File: src/rtl/pito_pkg.sv
`default_nettype none

package pito_pkg;

    // ==================================================================
    // sizes
    // ==================================================================
    localparam int xlen = 32;

    typedef logic [4:0]      reg_addr_t;
    typedef logic [xlen-1:0] word_t;
    typedef logic [31:0]     instr_t;
    typedef logic [31:0]     pc_t;

    // hart count bound, structs carry a hart field this wide
    localparam int max_harts = 8;
    typedef logic [$clog2(max_harts)-1:0] hart_t;

    // fetch to commit in cycles, harts must outnumber it
    localparam int pipe_depth = 4;

    // each hart owns 64 code words, base = hart * 256 bytes
    localparam int hart_span_words = 64;
    localparam int imem_words      = max_harts * hart_span_words;
    typedef logic [$clog2(imem_words)-1:0] imem_addr_t;

    localparam int dmem_words = 256;
    typedef logic [$clog2(dmem_words)-1:0] dmem_addr_t;

    // ==================================================================
    // encodings
    // ==================================================================
    typedef enum logic [3:0] {
        op_nop, op_add, op_sub, op_and, op_or, op_xor, op_addi,
        op_lui, op_lw, op_sw, op_beq, op_bne, op_jal
    } op_e;

    // rv32 major opcodes
    localparam logic [6:0] opc_op     = 7'b0110011;
    localparam logic [6:0] opc_op_imm = 7'b0010011;
    localparam logic [6:0] opc_lui    = 7'b0110111;
    localparam logic [6:0] opc_load   = 7'b0000011;
    localparam logic [6:0] opc_store  = 7'b0100011;
    localparam logic [6:0] opc_branch = 7'b1100011;
    localparam logic [6:0] opc_jal    = 7'b1101111;

    // funct3 / funct7
    localparam logic [2:0] f3_add_sub = 3'b000;
    localparam logic [2:0] f3_xor     = 3'b100;
    localparam logic [2:0] f3_or      = 3'b110;
    localparam logic [2:0] f3_and     = 3'b111;
    localparam logic [2:0] f3_word    = 3'b010;
    localparam logic [2:0] f3_beq     = 3'b000;
    localparam logic [2:0] f3_bne     = 3'b001;
    localparam logic [6:0] f7_base    = 7'b0000000;
    localparam logic [6:0] f7_sub     = 7'b0100000;

    // ==================================================================
    // stage structs
    // ==================================================================
    typedef struct packed {
        logic      valid;
        hart_t     hart;
        op_e       op;
        reg_addr_t rd;
        word_t     rs1;
        word_t     rs2;
        word_t     imm;
        pc_t       pc;
    } dec_t;

    typedef struct packed {
        logic      valid;
        hart_t     hart;
        op_e       op;
        reg_addr_t rd;
        word_t     result;
        word_t     store_data;
        word_t     addr;
    } ex_t;

    typedef struct packed {
        logic  valid;
        hart_t hart;
        pc_t   pc;
    } redirect_t;

    typedef struct packed {
        logic      valid;
        hart_t     hart;
        reg_addr_t rd;
        word_t     data;
    } commit_t;

endpackage

`default_nettype wire

File: src/rtl/pito_execute.sv
`timescale 1ns/10ps
`default_nettype none

module pito_execute import pito_pkg::*; #(
    parameter  int num_harts = 8,
    localparam int hart_w    = $clog2(num_harts)
) (
    input  wire logic   clk,
    input  wire logic   pito_io_rst_n,
    input  wire dec_t   dec,
    output ex_t         ex,
    output redirect_t   redirect
);

    word_t result;
    word_t addr;
    logic  taken;
    pc_t   pc_plus4;
    pc_t   next_pc;

    // ==================================================================
    // alu
    // ==================================================================
    always_comb begin
        case (dec.op)
            op_add:  result = dec.rs1 + dec.rs2;
            op_sub:  result = dec.rs1 - dec.rs2;
            op_and:  result = dec.rs1 & dec.rs2;
            op_or:   result = dec.rs1 | dec.rs2;
            op_xor:  result = dec.rs1 ^ dec.rs2;
            op_addi: result = dec.rs1 + dec.imm;
            op_lui:  result = dec.imm;
            // link value
            op_jal:  result = pc_plus4;
            default: result = '0;
        endcase
    end

    // effective address for lw and sw
    assign addr = dec.rs1 + dec.imm;

    // ==================================================================
    // branch and next pc
    // ==================================================================
    assign pc_plus4 = dec.pc + 32'd4;
    assign taken    = (dec.op == op_beq && dec.rs1 == dec.rs2) ||
                      (dec.op == op_bne && dec.rs1 != dec.rs2);

    // nops also step the pc
    assign next_pc = (taken || dec.op == op_jal) ? dec.pc + dec.imm : pc_plus4;

    // same cycle back to the pc table, hart trimmed to configured count
    assign redirect.valid = dec.valid;
    assign redirect.hart  = hart_t'(dec.hart[hart_w-1:0]);
    assign redirect.pc    = next_pc;

    // execute register
    always_ff @(posedge clk) begin
        if (!pito_io_rst_n) begin
            ex.valid <= 1'b0;
        end else begin
            ex.valid <= dec.valid;
        end
        ex.hart       <= dec.hart;
        ex.op         <= dec.op;
        ex.rd         <= dec.rd;
        ex.result     <= result;
        ex.store_data <= dec.rs2;
        ex.addr       <= addr;
    end

endmodule

`default_nettype wire

File: config.mk
export PLATFORM = sky130hd
export DESIGN_NAME = pito_execute
export DESIGN_NICKNAME = d
export VERILOG_FILES = /design/src/rtl/pito_pkg.sv /design/src/rtl/pito_execute.sv
export SDC_FILE = /design/constraint.sdc
export NUM_CORES = 1
export LEC_CHECK = 0
export ABC_AREA = 1
export BUFFER_PORTS_ARGS = -buffer_cell sky130_fd_sc_hd__buf_2
export CAP_MARGIN = 15
export CORE_MARGIN = 3
export CORE_UTILIZATION = 35
export CTS_CLUSTER_DIAMETER = 120
export DETAILED_ROUTE_END_ITERATION = 16
export PLACE_DENSITY = 0.62
export SLEW_MARGIN = 30
export SYNTH_ARGS = -nofsm -noshare
export SYNTH_HDL_FRONTEND = slang
export SYNTH_SLANG_ARGS = --single-unit
export TNS_END_PERCENT = 1
File: constraint.sdc
create_clock -name clk -period 2.8 [get_ports clk]
set_input_delay 0.56 -clock clk [delete_from_list [all_inputs] [get_ports clk]]
set_output_delay 0.56 -clock clk [all_outputs]
set_load 0.03 [all_outputs]
==> flow_metrics.py, run 1 <==
metrics = {
    "run_status": {
        "status": "finished, violations left",
        "violations": "setup timing",
    },
    "setup_path": {
        "crit_top_cell": "nand2_1",
        "start_kind": "input pin",
        "critPathKind": "input pin to primary output",
        "startpoint": "dec[94]",
        "critical_path_required_ps": 2240,
        "path_buf_inv": 5,
        "crit_end": "redirect[12]",
        "cp_cell_sequence": "buf_2 > inv_1 > ha_4 > nor4_2 > nand4_1 > nor2_1 > nand2_1 > nand3_2 > buf_12 > buf_6 > nand2_1 > o21ai_1 > buf_4",
        "crit_fanout": 27,
        "cp_top_family": "simple AND/OR/NAND/NOR gates",
        "critPathSlowestCell": "nor4_2",
        "critPathMaxStageDelay_ps": 300,
        "cp.arrival_ps": 2490,
        "worst-path-stages": 13,
        "crit_path_end_kind": "primary output",
    },
    "timing": {
        "period_share_pct": 108.8,
        "worst_slew_pin_slew_ps": 626.1,
        "fin_ws_ps": -247.1,
        "fmax_ghz": 0.3282,
        "rsz0062_at_grt": "yes",
        "slew_headroom_pct": 58.01,
        "maxSlewViolCount": 0,
        "min_period_ps": 3047,
        "finalSetupTns_ps": -6699,
        "finalSetupViolCount": 32,
        "hold_violations": 0,
    },
    "die": {
        "die_y_um": 211.8,
        "core_area_um2": 41290,
        "dieArea_um2": 44840,
        "ios": 288,
        "row_count": 74,
        "start_util_pct": 35.88,
        "die_w_um": 211.8,
    },
    "finish": {
        "nFillCells": 4486,
        "post-route-util_pct": 50.16,
        "syn_to_final_growth_pct": 39.79,
        "largest_reg_flops": 109,
        "num-nets-final": 3633,
        "stdcell_count": 3860,
        "regMostFlops": "ex",
        "drive_gt1_share_pct": 25.04,
        "reg.largest.list": "ex x109",
    },
    "clocking": {
        "ctsLongestPathBuffers": 2,
        "path_clk_slew_ps": 80,
        "cts-buffers-inserted": 9,
        "cts-root-buf": "clkbuf_16",
        "clkSinkCount": 109,
        "post_cts_buffers": 0,
        "h-tree-depth": 3,
        "cts_tree": "yes",
    },
    "synth": {
        "synthAdderAreaFrac_pct": 14.39,
        "syn-num-nets": 2976,
        "synth_enable_flop_cells": 0,
        "ys_async_sr_fraction_pct": 0,
        "yosysMostFrequentCell": "nand2_1",
        "synth-compound-area-share_pct": 11.52,
        "synth.distinct_cells": 48,
        "ys_ff_latch": 109,
        "synthMuxAreaShare_pct": 0,
        "synth_top_family_by_area": "simple AND/OR/NAND/NOR gates",
        "syn_area_um2": 14820,
        "netlist.top_cell.by_area": "nand2_1",
        "yosys.area_share.simple_pct": 41.78,
        "yosys_warnings": 0,
        "synth_flop_cell": "dfxtp_1",
        "synth_common_cells": "874 x nand2_1, 479 x inv_1, 253 x nor2_1, 195 x nand3_1, 164 x ha_1",
        "synth_top_area_share_pct": 22.14,
        "syn_inst": 2665,
        "yosys.area_share.xor_xnor_pct": 2.778,
        "synth_area_per_cell_um2": 5.560,
        "ys_top_cells_by_area": "nand2_1 22%, dfxtp_1 15%, ha_1 14%",
        "yosysSeqAreaShare_pct": 14.73,
    },
    "run": {
        "cap_violations": 0,
    },
    "global_routing": {
        "grt_pass1_vias": 19180,
        "antenna_found_initial": 6,
        "track_usage_pct": 34.02,
        "grt.overflow.total": 0,
        "grt_pass1_wl_mm": 113.9,
        "grt_max_degree": 31,
    },
    "route": {
        "drt_iter0_markers": 1490,
        "wire_per_inst_um": 20.23,
        "vias": 19380,
        "drt_first_pass_iters": 6,
        "via_per_inst": 5.020,
        "remaining_drc_errors": 0,
        "routed_wl_mm": 78.08,
        "drtAntennaViolNets": 0,
    },
    "place": {
        "post-dp-hpwl_mm": 67.80,
        "io_buffers": 287,
        "numPlacedInstances": 3843,
        "place.gp.congestion": 1.037,
    },
    "power": {
        "p_per_area_nw_per_um2": 357.9,
        "p_leak_nw": 11.83,
        "ir_drop_v": 0.0002416,
    },
    "min_path": {
        "hold_class": "input pin to flip-flop",
    },
}
==> how the worst min path moves through the flow <==
stage / depth (start not counted) / endpoint / slack [ps] / start
2_1_floorplan: 0 / ex[100] / 590 / dec[132]
3_5_place_dp: 1 / ex[96] / 660 / dec[128]
5_1_grt: 1 / ex[100] / 260 / dec[132]
3_3_place_gp: 1 / ex[98] / 660 / dec[130]
4_1_cts: 1 / ex[97] / 260 / dec[129]
6_report: 1 / ex[97] / 270 / dec[129]
==> routing by layer <==
layer  global-route usage (%)  up-vias  routed length (um)
li1                         -     9642                   -
met1                    43.41     8942               33180
met2                    56.65      675               35500
met3                    7.647      113                6473
met4                    11.66        6                2885
met5                        0        -                  41
==> cell usage in the layout, fill, tap and decap left out, types with 3 or more instances in the layout <==
cell / Yosys / final
nor3_1: 39 / 38
buf_2: 26 / 254
inv_6: 0 / 3
and2_1: 18 / 17
xnor2_1: 7 / 7
a221oi_1: 6 / 6
clkinv_2: 2 / 3
a21oi_1: 126 / 118
o21ai_0: 74 / 69
o21a_1: 3 / 3
or2_0: 8 / 8
nor2_2: 5 / 4
a211oi_1: 20 / 20
o21ai_1: 23 / 23
ha_1: 164 / 139
a21o_1: 5 / 5
nor3_2: 2 / 3
inv_2: 25 / 38
ha_4: 0 / 24
o21bai_1: 13 / 13
nand4_1: 39 / 39
fa_1: 4 / 3
nand2_2: 6 / 15
nor2_1: 253 / 253
nand3b_1: 17 / 17
inv_1: 479 / 466
nand3_1: 195 / 193
buf_12: 0 / 10
xor2_1: 40 / 40
o21ai_2: 1 / 5
nor2_4: 6 / 7
buf_4: 6 / 417
o22ai_1: 26 / 26
or2_1: 5 / 5
clkbuf_16: 0 / 9
a21oi_2: 0 / 8
buf_6: 4 / 19
nand2_1: 874 / 865
dfxtp_1: 109 / 109
nand3_2: 1 / 3
==> stage by stage <==
stage | cell area, um2 | power, mW | setup WS, ps | hold slack, ps
3_3_place_gp | 19860 | 5.842 | -416.0 | 662.6
2_1_floorplan | 14820 | 4.009 | -114.8 | 587.7
4_1_cts | 20550 | 7.328 | -227.3 | 260.3
5_1_grt | 20710 | 7.818 | -360.1 | 259.9
6_report | 20710 | 7.412 | -247.1 | 268.3
3_5_place_dp | 19860 | 5.846 | -440.4 | 664.4
==> where the power goes <==
group / switching, mW / leakage (nW) / total (mW) / internal [mW]
sequential: 0.0761 / 0.916 / 1.81 / 1.74
clock: 0.765 / 0.145 / 1.40 / 0.630
combinational: 2.68 / 10.8 / 4.20 / 1.52
==> cell type report <==
class	count	area, um2	share of cell area, %
Multi-Input combinational cell	1995	10850	52.40
Timing Repair Buffer	700	4816	23.25
Sequential cell	109	2182	10.54
Inverter	507	1906	9.200
Tap cell	532	665.6	3.214
Clock buffer	9	225.2	1.087
Clock inverter	7	62.56	0.3020
Antenna cell	1	2.502	0.01208
==> kinds of logic after synthesis <==
kind of cell,after synthesis
buf+inv,561
compound gates,304
xor+xnor,47
flops,109
fa+ha+maj,168
simple gates,1476
==> repair_timing <==
action	4_1_cts	5_1_grt
endpoints found under the hold margin	0	0
gates resized for setup	95	33
pin swaps	7	0
hold buffers	0	0
cloned	0	0
setup endpoints to repair	32	32
(Power assumes the default switching activity.)
==> inputs of run 2 (changes only) <==
--- a/config.mk
+++ b/config.mk
@@ -5,14 +5,14 @@
 export SDC_FILE = /design/constraint.sdc
 export NUM_CORES = 1
 export LEC_CHECK = 0
-export ABC_AREA = 1
 export BUFFER_PORTS_ARGS = -buffer_cell sky130_fd_sc_hd__buf_2
 export CAP_MARGIN = 15
 export CORE_MARGIN = 3
 export CORE_UTILIZATION = 35
 export CTS_CLUSTER_DIAMETER = 120
 export DETAILED_ROUTE_END_ITERATION = 16
-export PLACE_DENSITY = 0.62
+export PLACE_DENSITY = 0.63
+export RECOVER_POWER = 100
 export SLEW_MARGIN = 30
 export SYNTH_ARGS = -nofsm -noshare
 export SYNTH_HDL_FRONTEND = slang
==> constraint.sdc (replaced) <==
create_clock -name clk -period 2.9 [get_ports clk]
set_input_delay 0.58 -clock clk [delete_from_list [all_inputs] [get_ports clk]]
set_output_delay 0.58 -clock clk [all_outputs]
set_load 0.03 [all_outputs]
==> run 2 against run 1 <==
  * The flow still finishes with violations (setup timing)
  * Flip-flop and latch count is the same
  * Count of clock-buffer cells in the layout is 2 higher
  * Total power decreased by 2.8%
  * Critical endpoint is now redirect[1]
  * Largest cell class unchanged
  * Highest routed layer unchanged
==> flow_metrics.py, run 2 <==
metrics = {
    "timing": {
        "period_share_pct": 140.3,
        "slew_headroom_pct": 44.20,
        "worst_slew_pin_slew_ps": 837.1,
        "rsz0062_at_grt": "yes",
        "whs_ps": 298.6,
        "finalSetupViolCount": 72,
        "maxSlewViolCount": 0,
        "fin_ws_ps": -1168,
        "fmax_ghz": 0.2458,
        "min_period_ps": 4068,
        "hold_violations": 0,
    },
    "setup_path": {
        "critical_path_required_ps": 2320,
        "crit_fanout": 5,
        "start_kind": "input pin",
        "critPathKind": "input pin to primary output",
        "cp.arrival_ps": 3490,
        "crit_path_end_kind": "primary output",
    },
    "synth": {
        "synth_flop_cell": "dfxtp_1",
        "synth_top_area_share_pct": 18.78,
        "yosysSeqAreaShare_pct": 18.78,
        "synth_enable_flop_cells": 0,
        "yosysMostFrequentCell": "ha_1",
        "ys_async_sr_fraction_pct": 0,
        "synth.distinct_cells": 80,
        "ys_ff_latch": 109,
        "netlist.top_cell.by_area": "dfxtp_1",
        "syn-num-nets": 1808,
        "synth_area_per_cell_um2": 7.762,
        "yosys_warnings": 0,
        "ys_top_cells_by_area": "dfxtp_1 19%, ha_1 18%, a21oi_1 6.3%",
        "syn_inst": 1497,
        "syn_area_um2": 11620,
        "synth_common_cells": "164 x ha_1, 146 x a21oi_1, 114 x o21ai_0, 113 x inv_1, 109 x dfxtp_1",
    },
    "finish": {
        "num-nets-final": 2588,
        "largest_reg_flops": 109,
        "regMostFlops": "ex",
        "nFillCells": 3089,
        "reg.largest.list": "ex x109",
        "syn_to_final_growth_pct": 61.01,
        "n_antenna_cell": 0,
        "final_common_cell": "buf_4",
        "drive_gt1_share_pct": 37.64,
        "layout_common_cells": "505 x buf_4, 155 x ha_1, 145 x clkbuf_1, 134 x buf_2, 131 x a21oi_1",
    },
    "place": {
        "place.gp.congestion": 0.9898,
        "io_buffers": 287,
        "post-dp-hpwl_mm": 45.16,
    },
    "die": {
        "row_count": 66,
        "start_util_pct": 35.62,
        "ios": 288,
        "core_area_um2": 32620,
        "die_w_um": 188.2,
        "dieArea_um2": 35420,
        "die_y_um": 188.2,
    },
    "run_status": {
        "violations": "setup timing",
        "status": "finished, violations left",
    },
    "route": {
        "wire_per_inst_um": 20.35,
        "drt_iter0_markers": 1086,
        "drt_first_pass_iters": 5,
        "remaining_drc_errors": 0,
        "drtAntennaViolNets": 0,
        "via_per_inst": 5.470,
        "routed_wl_mm": 55.43,
        "vias": 14900,
    },
    "global_routing": {
        "grt_pass1_vias": 14790,
        "grt_pass1_wl_mm": 83.07,
        "track_usage_pct": 29.96,
        "antenna_found_initial": 1,
        "grt_max_degree": 21,
        "grt.overflow.total": 0,
    },
    "power": {
        "p_per_area_nw_per_um2": 385.1,
        "p_leak_nw": 8.838,
        "ir_drop_v": 0.0003067,
        "power_mw": 7.205,
    },
    "clocking": {
        "cts-buffers-inserted": 9,
        "cts_tree": "yes",
        "cts-root-buf": "clkbuf_16",
        "path_clk_slew_ps": 70,
        "h-tree-depth": 3,
        "clkSinkCount": 109,
        "ctsLongestPathBuffers": 2,
    },
    "run": {
        "cap_violations": 0,
    },
    "min_path": {
        "hold_depth": 1,
        "hold_class": "input pin to flip-flop",
    },
}
run 2: cell types whose count changed after synthesis, moves of 20 or more:
cell and delta:
inv_1 -366, inv_2 -25, nand2_1 -769, xnor2_1 +48
a221o_1 +34, a21oi_1 +20, a221oi_1 +22, nand3_1 -155
o21ai_0 +40, clkbuf_1 +30, a21o_1 +40, nor2_1 -175
run 2: final timing paths:
| kind | startpoint | end | slack, ps |
|---|---|---|---|
| max | dec[96] | redirect[1] | -1170 |
| min | dec[131] | ex[99] | 300 |
run 2: cell type report:
cell class	count	area, um2	area share (%)
flip-flops and latches	109	2182	11.66
well taps	442	553.0	2.956
clock inverters	5	58.81	0.3143
clock buffers	11	252.7	1.351
multi-input cells	1199	9387	50.17
repair buffers	844	5829	31.16
inverters	114	446.7	2.387
run 2: routing by layer:
| layer | vias to the layer above | part of all wire (%) | global-route usage (%) | wire length (um) |
|---|---|---|---|---|
| met5 | - | 0.023 | 0 | 13 |
| met4 | 2 | 4.2 | 11.46 | 2339 |
| met3 | 117 | 7.9 | 5.414 | 4352 |
| met2 | 700 | 44 | 48.29 | 24620 |
| met1 | 6994 | 43 | 39.91 | 24110 |
| li1 | 7086 | - | - | - |
run 2: logic make-up (layout without fill, tap and decap cells):
| kind of cell | count (synthesis) | after routing | synth area share [%] |
|---|---|---|---|
| compound gates | 568 | 568 | 32.84 |
| mux | 17 | 17 | 1.529 |
| flops | 109 | 109 | 18.78 |
| buf+inv | 189 | 974 | 6.547 |
| simple gates | 346 | 346 | 14.42 |
| xor+xnor | 100 | 100 | 7.537 |
| fa+ha+maj | 168 | 168 | 18.35 |
run 2: power by group:
group / switching [mW] / total (mW) / internal (mW)
clock network: 0.618 / 1.34 / 0.717
logic: 2.36 / 4.12 / 1.76
registers: 0.0521 / 1.75 / 1.70
run 2: metrics by stage:
| step | cells | setup slack (ps) | setup TNS (ps) | utilization [%] | instance area (um2) |
|---|---|---|---|---|---|
| 2_1_floorplan | 1497 | -769.1 | -24600 | - | 11810 |
| 3_3_place_gp | 2687 | -1441 | -70300 | 54.02 | 17620 |
| 3_5_place_dp | 2687 | -1457 | -73490 | 54.02 | 17620 |
| 4_1_cts | 2708 | -1167 | -38710 | 56.50 | 18430 |
| 5_1_grt | 2724 | -1227 | -57280 | 57.36 | 18710 |
| 6_report | 2724 | -1168 | -49130 | 57.36 | 18710 |
run 2: worst max-delay path: stages:
cell,delay [ps]
buf_8,110
inv_6,50
ha_4,200
or4_1,530
or4_4,510
nor4_4,330
xnor2_2,130
o31ai_4,240
buf_6,180
buf_12,130
buf_12,100
mux2i_4,240
buf_6,160
run 2: repair_timing:
item                       4_1_cts  5_1_grt
setup endpoints to repair       73       64
resized for setup               97      113
buffers inserted                 4       12
gates cloned                     1        4
hold buffers                     0        0
pin swaps                       21       22
