$ cat src/rtl/pito_pkg.sv
`default_nettype none

package pito_pkg;

    // ==================================================================
    // sizes
    // ==================================================================
    localparam int xlen = 32;

    typedef logic [4:0]      reg_addr_t;
    typedef logic [xlen-1:0] word_t;
    typedef logic [31:0]     instr_t;
    typedef logic [31:0]     pc_t;

    // hart count bound, structs carry a hart field this wide
    localparam int max_harts = 8;
    typedef logic [$clog2(max_harts)-1:0] hart_t;

    // fetch to commit in cycles, harts must outnumber it
    localparam int pipe_depth = 4;

    // each hart owns 64 code words, base = hart * 256 bytes
    localparam int hart_span_words = 64;
    localparam int imem_words      = max_harts * hart_span_words;
    typedef logic [$clog2(imem_words)-1:0] imem_addr_t;

    localparam int dmem_words = 256;
    typedef logic [$clog2(dmem_words)-1:0] dmem_addr_t;

    // ==================================================================
    // encodings
    // ==================================================================
    typedef enum logic [3:0] {
        op_nop, op_add, op_sub, op_and, op_or, op_xor, op_addi,
        op_lui, op_lw, op_sw, op_beq, op_bne, op_jal
    } op_e;

    // rv32 major opcodes
    localparam logic [6:0] opc_op     = 7'b0110011;
    localparam logic [6:0] opc_op_imm = 7'b0010011;
    localparam logic [6:0] opc_lui    = 7'b0110111;
    localparam logic [6:0] opc_load   = 7'b0000011;
    localparam logic [6:0] opc_store  = 7'b0100011;
    localparam logic [6:0] opc_branch = 7'b1100011;
    localparam logic [6:0] opc_jal    = 7'b1101111;

    // funct3 / funct7
    localparam logic [2:0] f3_add_sub = 3'b000;
    localparam logic [2:0] f3_xor     = 3'b100;
    localparam logic [2:0] f3_or      = 3'b110;
    localparam logic [2:0] f3_and     = 3'b111;
    localparam logic [2:0] f3_word    = 3'b010;
    localparam logic [2:0] f3_beq     = 3'b000;
    localparam logic [2:0] f3_bne     = 3'b001;
    localparam logic [6:0] f7_base    = 7'b0000000;
    localparam logic [6:0] f7_sub     = 7'b0100000;

    // ==================================================================
    // stage structs
    // ==================================================================
    typedef struct packed {
        logic      valid;
        hart_t     hart;
        op_e       op;
        reg_addr_t rd;
        word_t     rs1;
        word_t     rs2;
        word_t     imm;
        pc_t       pc;
    } dec_t;

    typedef struct packed {
        logic      valid;
        hart_t     hart;
        op_e       op;
        reg_addr_t rd;
        word_t     result;
        word_t     store_data;
        word_t     addr;
    } ex_t;

    typedef struct packed {
        logic  valid;
        hart_t hart;
        pc_t   pc;
    } redirect_t;

    typedef struct packed {
        logic      valid;
        hart_t     hart;
        reg_addr_t rd;
        word_t     data;
    } commit_t;

endpackage

`default_nettype wire

$ cat src/rtl/pito_decoder.sv
`timescale 1ns/10ps
`default_nettype none

module pito_decoder import pito_pkg::*; #(
    parameter  int num_harts = 8,
    localparam int hart_w    = $clog2(num_harts)
) (
    input  wire logic              clk,
    input  wire logic              pito_io_rst_n,
    input  wire instr_t            instr,
    input  wire pc_t               fetch_pc,
    input  wire logic [hart_w-1:0] fetch_hart,
    input  wire logic              fetch_valid,
    output reg_addr_t              rs1_addr,
    output reg_addr_t              rs2_addr,
    input  wire word_t             rs1_val,
    input  wire word_t             rs2_val,
    output dec_t                   dec
);

    logic [6:0] opcode;
    logic [2:0] funct3;
    logic [6:0] funct7;
    op_e        op;
    word_t      imm;

    assign opcode = instr[6:0];
    assign funct3 = instr[14:12];
    assign funct7 = instr[31:25];

    // register file read addresses straight from the word
    assign rs1_addr = instr[19:15];
    assign rs2_addr = instr[24:20];

    // ==================================================================
    // operation match
    // ==================================================================
    // anything unmatched stays op_nop
    always_comb begin
        op = op_nop;
        case (opcode)
            opc_op: begin
                if (funct7 == f7_base) begin
                    case (funct3)
                        f3_add_sub: op = op_add;
                        f3_xor:     op = op_xor;
                        f3_or:      op = op_or;
                        f3_and:     op = op_and;
                        default:    op = op_nop;
                    endcase
                end else if (funct7 == f7_sub && funct3 == f3_add_sub) begin
                    op = op_sub;
                end
            end
            opc_op_imm: if (funct3 == f3_add_sub) op = op_addi;
            opc_lui:    op = op_lui;
            opc_load:   if (funct3 == f3_word) op = op_lw;
            opc_store:  if (funct3 == f3_word) op = op_sw;
            opc_branch: begin
                if (funct3 == f3_beq) op = op_beq;
                else if (funct3 == f3_bne) op = op_bne;
            end
            opc_jal:    op = op_jal;
            default:    op = op_nop;
        endcase
    end

    // immediate by format, i type by default
    always_comb begin
        case (op)
            op_sw:         imm = {{20{instr[31]}}, instr[31:25], instr[11:7]};
            op_beq, op_bne: imm = {{19{instr[31]}}, instr[31], instr[7],
                                   instr[30:25], instr[11:8], 1'b0};
            op_lui:        imm = {instr[31:12], 12'b0};
            op_jal:        imm = {{11{instr[31]}}, instr[31], instr[19:12],
                                  instr[20], instr[30:21], 1'b0};
            default:       imm = {{20{instr[31]}}, instr[31:20]};
        endcase
    end

    // ==================================================================
    // decode register
    // ==================================================================
    always_ff @(posedge clk) begin
        if (!pito_io_rst_n) begin
            dec.valid <= 1'b0;
        end else begin
            dec.valid <= fetch_valid;
        end
        dec.hart <= hart_t'(fetch_hart);
        dec.op   <= op;
        dec.rd   <= instr[11:7];
        dec.rs1  <= rs1_val;
        dec.rs2  <= rs2_val;
        dec.imm  <= imm;
        dec.pc   <= fetch_pc;
    end

endmodule

`default_nettype wire

$ cat config.mk
export PLATFORM = sky130hd
export DESIGN_NAME = pito_decoder
export DESIGN_NICKNAME = d
export VERILOG_FILES = /design/src/rtl/pito_pkg.sv /design/src/rtl/pito_decoder.sv
export SDC_FILE = /design/constraint.sdc
export NUM_CORES = 1
export LEC_CHECK = 0
export BUFFER_PORTS_ARGS = -buffer_cell sky130_fd_sc_hd__buf_2
export CAP_MARGIN = 20
export CORE_AREA = 2 2 109 111
export CTS_BUF_LIST = sky130_fd_sc_hd__clkbuf_4 sky130_fd_sc_hd__clkbuf_8
export CTS_CLUSTER_DIAMETER = 80
export DETAILED_ROUTE_END_ITERATION = 8
export DIE_AREA = 0 0 111 113
export GPL_ROUTABILITY_DRIVEN = 1
export GPL_TIMING_DRIVEN = 0
export PLACE_DENSITY = 0.71
export SYNTH_ARGS = -nofsm -noshare
export SYNTH_HDL_FRONTEND = slang
export SYNTH_SLANG_ARGS = --single-unit
$ cat constraint.sdc
create_clock -name clk -period 1.97 [get_ports clk]
set_clock_uncertainty 0.05 [all_clocks]
set_input_delay 0.394 -clock clk [delete_from_list [all_inputs] [get_ports clk]]
set_output_delay 0.394 -clock clk [all_outputs]
set_load 0.02 [all_outputs]
==> results.yml, run 1 <==
timing:
  hold_viol_final: 0
  max_freq_mhz: 718
  rsz0062_at_grt: "false"
  report.final.slew_viol_count: 0
  final.period_utilization: 0.707
  fin_ws_ns: 0.577
  final_setup_violation_count: 0
  final.min_clock_period_ns: 1.39
  transition_time_at_the_pin_with_the_least_slew_margin_ns: 0.673
  relSlewSlack: 0.551
  setup-tns-final_ns: 0
synthesis:
  synth_fp_nets: 383
  ys_top_cells_by_count: "141 x sky130_fd_sc_hd__dfxtp_1, 21 x sky130_fd_sc_hd__a21o_1, 12 x sky130_fd_sc_hd__buf_4"
  post_synth.cell_area_avg_um2: 14.2
  synthCells: 249
  ys_dominant_reg_cell: "sky130_fd_sc_hd__dfxtp_1"
  synthArstFlopShare: 0
  synth_warnings: 0
  yosys.area.top_type_share: 0.797
  synth-seq-cells: 141
  synth.most_common_cell: "sky130_fd_sc_hd__dfxtp_1"
  synth_enable_flop_cells: 0
  netlist_top_cells_area: "sky130_fd_sc_hd__dfxtp_1 80%, sky130_fd_sc_hd__a21o_1 4.5%, sky130_fd_sc_hd__buf_4 2.5%"
  mappedNetlistArea_mm2: 0.00354
  synth_seq_area_share: 0.797
  synth.distinct_cells: 32
  synthDominantAreaCellType: "sky130_fd_sc_hd__dfxtp_1"
detailed_routing:
  1st_pass_router_iterations: 4
  count_of_antenna_violating_nets_left_after_detailed_routing: 0
  first_iter_violations: 195
  wire_per_inst_um: 15.9
  via_count: 3469
  vias_per_cell: 4.31
  drc: 0
  drt-total-wl_um: 12800
cts:
  cts-htree-levels: 4
  cts.sink_count: 141
  cts-buffers-inserted: 17
  tritoncts: "built"
  worst_setup_hold_path_clk_slew_ns: 0.08
  cts_buffer_depth: 2
  clock_tree.root_cell: "sky130_fd_sc_hd__clkbuf_8"
  cts_resized: 0
finish:
  finalNetCount: 783
  largest_register_ff_count: 141
  stdcell_area_mm2: 0.00657
  postLayoutCoreUtil: 0.583
  regMostFlops: "dec"
  insertedDiodeCount: 0
  post_route_cells_drive_above_1_share: 0.500
  areaGrowthSynthToFinish_pct: 85.5
  largest_registers: "dec x141"
  fillerInstances: 915
power_and_ir_drop:
  power.static_leakage_nw: 3.31
  ir_worst_vdd_uv: 643
  fin_total_pwr_mw: 6.37
  power_density_mw_per_mm2: 970
place:
  post_dp_cell_area_mm2: 0.00512
  dp_worst_setup_slack_ns: 0.140
  routabilityCongestion: 0.870
  place.port_buffers: 280
  dp_hpwl_um: 8140
worst_setup_path:
  worst_setup_path_end_kind: "output port"
  crit_fanout: 1
  cpLargestDelayFamily: "flip-flops"
  slowest_delay_ns: 0.35
  critPathSlowestCell: "sky130_fd_sc_hd__dfxtp_1"
  crit_path_cell_trace: "buf_2"
  critPathRequiredTime_ns: 1.53
  worstPathArrival_ns: 0.95
  worstPathBufferInverterCount: 1
  start_kind: "register"
  worstSetupPathType: "register to output port"
floorplan:
  die_height_um: 113
  design.core.area_mm2: 0.0113
  top_level_ports: 285
  chipWidth_um: 111
  die_area_mm2: 0.0125
  fp-row-count: 39
  start_util: 0.314
flow_run:
  cap_violations: 0
global_route:
  first_global_vias: 3682
  global_route_wire_length_before_repair_um: 19100
  grt.total_usage: 0.201
  grt_overflow_total: 0
  maximum_number_of_pins_on_one_net_before_global_route_repair: 17
  grt_antenna_before_repair: 0
outcome:
  outcome: "completed"
hold_path:
  worstHoldPathType: "primary input to register"
==> metal layers <==
metal  vias to the layer above  wire, um  track usage
met5                         -         0            0
met4                         0       452       0.0967
met3                        41       996       0.0809
met2                       186      6960        0.373
met1                      1605      4350        0.193
li1                       1637         -            -
==> placed cells by master, fill, tap and decap left out, types with 2 or more instances in the layout <==
cell type,instances
sky130_fd_sc_hd__clkbuf_4,2
sky130_fd_sc_hd__clkinv_2,2
sky130_fd_sc_hd__bufinv_16,4
sky130_fd_sc_hd__nor2b_1,8
sky130_fd_sc_hd__nor3_1,8
sky130_fd_sc_hd__nand2_1,3
sky130_fd_sc_hd__nand4_1,3
sky130_fd_sc_hd__nor4b_1,2
sky130_fd_sc_hd__clkbuf_8,17
sky130_fd_sc_hd__nand3b_1,2
sky130_fd_sc_hd__a21oi_1,4
sky130_fd_sc_hd__clkinvlp_4,2
sky130_fd_sc_hd__clkbuf_1,3
sky130_fd_sc_hd__nor2_1,8
sky130_fd_sc_hd__and2_1,2
sky130_fd_sc_hd__inv_1,5
sky130_fd_sc_hd__o31ai_1,2
sky130_fd_sc_hd__buf_4,12
sky130_fd_sc_hd__buf_2,281
sky130_fd_sc_hd__inv_6,3
sky130_fd_sc_hd__o21ai_0,2
sky130_fd_sc_hd__and3_1,2
sky130_fd_sc_hd__dlygate4sd3_1,101
sky130_fd_sc_hd__clkinv_4,2
sky130_fd_sc_hd__dfxtp_1,141
sky130_fd_sc_hd__a221o_1,5
sky130_fd_sc_hd__a21o_1,21
sky130_fd_sc_hd__nor4_1,2
sky130_fd_sc_hd__buf_6,2
==> area by class of cell <==
class | count | area (um2) | area share
Sequential cell | 141 | 2820 | 0.430
Timing Repair Buffer | 381 | 2410 | 0.367
Multi-Input combinational cell | 85 | 571 | 0.0868
Clock buffer | 19 | 249 | 0.0379
Clock inverter | 13 | 189 | 0.0288
Tap cell | 143 | 179 | 0.0272
Buffer | 18 | 129 | 0.0196
Inverter | 5 | 18.8 | 0.00286
==> cells by family after synthesis <==
| logic type | share of synthesized area |
|---|---|
| DFF | 0.797 |
| and+or+nand+nor | 0.0749 |
| buffers and inverters | 0.0417 |
| AOI/OAI and AO/OA | 0.0862 |
==> report_power, final <==
| part | switching, mW | leakage [nW] | internal (mW) |
|---|---|---|---|
| Combinational | 0.418 | 1.90 | 0.381 |
| Sequential | 0.0415 | 1.19 | 3.00 |
| Clock | 1.11 | 0.218 | 1.42 |
| Total | 1.57 | 3.31 | 4.80 |
==> timing repair <==
| item | CTS | global route |
|---|---|---|
| hold buffers | 95 | 6 |
| endpoints found under the hold margin | 95 | 6 |
| buffers inserted | 0 | 0 |
==> stage by stage <==
stage	hold WS, ns	std cells
after floorplan	0.372	249
after global placement	0.446	672
after detailed placement	0.448	672
after CTS	0.000774	799
after global routing	-0.00605	805
final	0.0375	805
==> worst paths after layout <==
check	cells after the start	slack (ns)	start	endpoint
hold / removal	1	0.04	fetch_pc[1]	dec[1]
setup / recovery	1	0.58	dec[123]	dec[123]
Note: power is estimated with default switching activity, not from simulation.
==> run 2, diff against run 1 <==
Clock period 1.97 ns to 1.3 ns, I/O delays scaled along.
==> results.yml, run 2 (synthesis gave the netlist of run 1 again) <==
floorplan:
  die_height_um: 113
  die_area_mm2: 0.0125
  top_level_ports: 285
  fp-row-count: 39
  start_util: 0.314
  design.core.area_mm2: 0.0113
  chipWidth_um: 111
timing:
  final.min_clock_period_ns: 1.31
  setup-tns-final_ns: -0.0136
  fin_ws_ns: -0.0136
  transition_time_at_the_pin_with_the_least_slew_margin_ns: 0.664
  final.period_utilization: 1.01
  max_freq_mhz: 761
  relSlewSlack: 0.557
  final_setup_violation_count: 1
  hold_viol_final: 0
  report.final.slew_viol_count: 0
power_and_ir_drop:
  fin_total_pwr_mw: 9.98
  cell_internal_pwr_mw: 7.66
  power_density_mw_per_mm2: 1460
  comb_power_share: 0.127
  ir_worst_vdd_uv: 1200
  power.switching_mw: 2.32
  seqPwrFrac: 0.462
  power.static_leakage_nw: 3.43
  netSwitchingFraction: 0.233
  power.clock.fraction: 0.411
detailed_routing:
  drc: 0
  wire_per_inst_um: 15.7
  via_count: 3553
  1st_pass_router_iterations: 4
  vias_per_cell: 4.30
  first_iter_violations: 154
  count_of_antenna_violating_nets_left_after_detailed_routing: 0
  drt-total-wl_um: 13000
worst_setup_path:
  worstSetupPathType: "primary input to register"
  slowest_delay_ns: 0.55
  critPathRequiredTime_ns: 1.57
  crit_path_cell_trace: "dlygate4sd3_1 -> buf_2 -> and2_1 -> dlygate4sd3_1"
  start_kind: "primary input"
  critPathSlowestCell: "sky130_fd_sc_hd__dlygate4sd3_1"
  worst_setup_path_end_kind: "register"
  worstPathArrival_ns: 1.59
  crit_fanout: 1
  path_common_cell: "sky130_fd_sc_hd__dlygate4sd3_1"
finish:
  top_library_cells_by_usage_in_the_layout_fill_and_taps_aside: "270 x sky130_fd_sc_hd__buf_2, 140 x sky130_fd_sc_hd__dfxtp_1, 119 x sky130_fd_sc_hd__dlygate4sd3_1, 21 x sky130_fd_sc_hd__buf_4, 21 x sky130_fd_sc_hd__a21o_1"
  post_route_cells_drive_above_1_share: 0.493
  largest_register_ff_count: 141
  fillerInstances: 884
  mostFrequentLayoutCell: "sky130_fd_sc_hd__buf_2"
  largest_registers: "dec x141"
  areaGrowthSynthToFinish_pct: 93.2
  finalNetCount: 801
  number_of_non_filler_instances_in_the_completed_layout: 826
  regMostFlops: "dec"
global_route:
  maximum_number_of_pins_on_one_net_before_global_route_repair: 17
  grt.total_usage: 0.204
  first_global_vias: 3731
  grt_overflow_total: 0
  grt_antenna_before_repair: 3
  global_route_wire_length_before_repair_um: 19300
cts:
  tritoncts: "built"
  worst_setup_hold_path_clk_slew_ns: 0.08
  cts.sink_count: 141
  postCtsSetupRepairBufs: 0
  clock_tree.root_cell: "sky130_fd_sc_hd__clkbuf_8"
  cts-htree-levels: 4
  cts-buffers-inserted: 17
  cts_buffer_depth: 2
hold_path:
  worstHoldPathType: "primary input to register"
flow_run:
  cap_violations: 0
place:
  post-place-cells: 672
  place.port_buffers: 280
  routabilityCongestion: 0.892
  dp_hpwl_um: 8240
outcome:
  violations: "setup timing"
  outcome: "finished, violations left"
run 2: worst paths after layout:
check   startpoint       end  slack [ns]  depth (start not counted)
max    fetch_valid  dec[140]       -0.01                          4
min      instr[30]   dec[62]        0.05                          2
run 2: per-stage QoR:
step	setup WS, ns	cell area, um2	util	hold WS [ns]
2_1_floorplan	-0.225	3560	-	0.238
3_3_place_gp	-0.323	5140	0.456	0.313
3_5_place_dp	-0.374	5140	0.456	0.314
4_1_cts	0.0109	6800	0.604	0.00453
5_1_grt	-0.00763	6840	0.607	0.0245
6_report	-0.0136	6840	0.607	0.0540
run 2: repair_timing:
action | CTS | global route
setup endpoints to repair | 0 | 10
hold buffers | 119 | 0
endpoints found under the hold margin | 122 | 0
gates resized for setup | 0 | 14
run 2: power groups by stage:
stage	Clock (mW)	Sequential [mW]	Combinational, mW
3_3_place_gp	0	4.70	0.942
2_1_floorplan	0	5.01	0.154
5_1_grt	4.39	4.63	1.34
3_5_place_dp	0	4.70	0.955
6_report	4.10	4.61	1.27
4_1_cts	4.18	4.60	1.24
run 2: layer usage:
layer	vias to the layer above	wire, um	global-route usage
met3	33	981	0.0787
met4	0	397	0.103
met5	-	0	0
met1	1646	4490	0.196
li1	1679	-	-
met2	195	7110	0.379
run 2: final cells by class:
| type | instances | area (um2) | area share |
|---|---|---|---|
| clock buffer | 22 | 290 | 0.0424 |
| sequential | 141 | 2820 | 0.413 |
| inverter | 5 | 18.8 | 0.00274 |
| multi-input combinational | 85 | 571 | 0.0834 |
| clock inverter | 10 | 185 | 0.0271 |
| tap | 143 | 179 | 0.0262 |
| antenna | 3 | 7.51 | 0.00110 |
| buffer | 18 | 145 | 0.0212 |
| timing repair buffer | 399 | 2620 | 0.383 |
run 2: worst max-delay path: cells and delay by family:
family,cells,cell delay [ns]
and+or+nand+nor,1,0.12
buffers and inverters,3,1.20
==> run 3, diff against run 2 <==
Settings changed: CORE_AREA 2 2 109 111 to 2 2 112 114, DIE_AREA 0 0 111 113 to 0 0 114 116, PLACE_DENSITY 0.71 to 0.68, TNS_END_PERCENT set to 5.
Clock period 1.3 ns to 1.7 ns, I/O delays scaled along.
==> results.yml, run 3 (synthesis gave the netlist of run 1 again) <==
worst_setup_path:
  crit_path_cell_trace: "buf_2"
  worst_setup_path_end_kind: "output port"
  slowest_delay_ns: 0.36
  worstSetupPathType: "register to output port"
  critPathSlowestCell: "sky130_fd_sc_hd__dfxtp_1"
  worstPathBufferInverterCount: 1
  cpLargestDelayFamily: "flip-flops"
  crit_fanout: 1
  critPathRequiredTime_ns: 1.31
  start_kind: "register"
  worstPathArrival_ns: 0.97
global_route:
  maximum_number_of_pins_on_one_net_before_global_route_repair: 17
  first_global_vias: 3582
  grt_antenna_before_repair: 1
  global_route_wire_length_before_repair_um: 17900
  grt.total_usage: 0.182
  grt_overflow_total: 0
place:
  post-place-cells: 676
  dp_hpwl_um: 8600
  routabilityCongestion: 0.884
  place.port_buffers: 280
finish:
  post_route_cells_drive_above_1_share: 0.497
  finalNetCount: 786
  regMostFlops: "dec"
  areaGrowthSynthToFinish_pct: 86.0
  top_library_cells_by_usage_in_the_layout_fill_and_taps_aside: "281 x sky130_fd_sc_hd__buf_2, 141 x sky130_fd_sc_hd__dfxtp_1, 104 x sky130_fd_sc_hd__dlygate4sd3_1, 21 x sky130_fd_sc_hd__a21o_1, 17 x sky130_fd_sc_hd__clkbuf_8"
  postLayoutCoreUtil: 0.553
  fillerInstances: 1003
  largest_registers: "dec x141"
  largest_register_ff_count: 141
  mostFrequentLayoutCell: "sky130_fd_sc_hd__buf_2"
  number_of_non_filler_instances_in_the_completed_layout: 813
timing:
  whs_ns: 0.0464
  hold_viol_final: 0
  rsz0062_at_grt: "false"
  final_setup_violation_count: 0
  report.final.slew_viol_count: 0
  final.period_utilization: 0.802
  relSlewSlack: 0.548
  transition_time_at_the_pin_with_the_least_slew_margin_ns: 0.669
  max_freq_mhz: 734
  setup-tns-final_ns: 0
  final.min_clock_period_ns: 1.36
floorplan:
  fp-row-count: 40
  chipWidth_um: 114
  top_level_ports: 285
  start_util: 0.297
  die_height_um: 116
  die_area_mm2: 0.0132
  design.core.area_mm2: 0.0119
power_and_ir_drop:
  ir_worst_vdd_uv: 446
  power.static_leakage_nw: 3.30
  power_density_mw_per_mm2: 1100
  fin_total_pwr_mw: 7.22
cts:
  cts-htree-levels: 4
  clock_tree.root_cell: "sky130_fd_sc_hd__clkbuf_8"
  tritoncts: "built"
  cts-buffers-inserted: 17
  cts.sink_count: 141
  cts_buffer_depth: 2
  postCtsSetupRepairBufs: 0
  cts_resized: 0
  worst_setup_hold_path_clk_slew_ns: 0.08
  cts_hold_buffers: 104
detailed_routing:
  wl_met1_um: 4110
  top_signal_layer_used: "met4"
  count_of_antenna_violating_nets_left_after_detailed_routing: 0
  vias_per_cell: 4.21
  via_count: 3424
  drc: 0
  route.met3.wl_um: 1040
  wire_per_inst_um: 15.4
  drt-total-wl_um: 12500
  first_iter_violations: 111
  dr_wl_met2_um: 6890
  1st_pass_router_iterations: 4
outcome:
  outcome: "completed"
hold_path:
  hold_start: "instr[31]"
  worstHoldPathType: "primary input to register"
  holdPathStages: 1
  worst_hold_path.endpoint: "dec[63]"
flow_run:
  cap_violations: 0
[run 3: cell type report]
| class | instances | area [um2] | share of cell area |
|---|---|---|---|
| Antenna cell | 2 | 5.00 | 0.000760 |
| Clock buffer | 17 | 234 | 0.0355 |
| Tap cell | 147 | 184 | 0.0279 |
| Sequential cell | 141 | 2820 | 0.429 |
| Inverter | 5 | 18.8 | 0.00285 |
| Multi-Input combinational cell | 85 | 571 | 0.0866 |
| Buffer | 18 | 129 | 0.0196 |
| Timing Repair Buffer | 384 | 2440 | 0.371 |
| Clock inverter | 14 | 179 | 0.0272 |
[run 3: how the worst max path moves through the flow]
stage,start,end,slack (ns),depth (start not counted)
6_report,dec[37],dec[37],0.34,1
5_1_grt,dec[37],dec[37],0.27,1
4_1_cts,dec[37],dec[37],0.29,1
3_5_place_dp,instr[6],dec[58],-0.09,6
3_3_place_gp,instr[6],dec[58],-0.08,6
2_1_floorplan,instr[6],dec[33],0.09,5
[run 3: layer usage]
layer  GRT usage  up-vias
li1            -     1638
met1       0.170     1564
met2       0.339      187
met3      0.0649       35
met4       0.113        0
met5           0        -
[run 3: power by group]
group          internal, mW  switching (mW)  leakage (nW)
Combinational         0.445           0.481          1.91
Clock                  1.47            1.30         0.200
Sequential             3.48          0.0452          1.19
Total                  5.39            1.83          3.30
[run 3: through the flow]
step           setup WS, ns  cell area [um2]
2_1_floorplan        0.0862             3540
3_3_place_gp        -0.0751             5130
3_5_place_dp        -0.0934             5130
4_1_cts               0.295             6580
5_1_grt               0.271             6580
6_report              0.337             6590
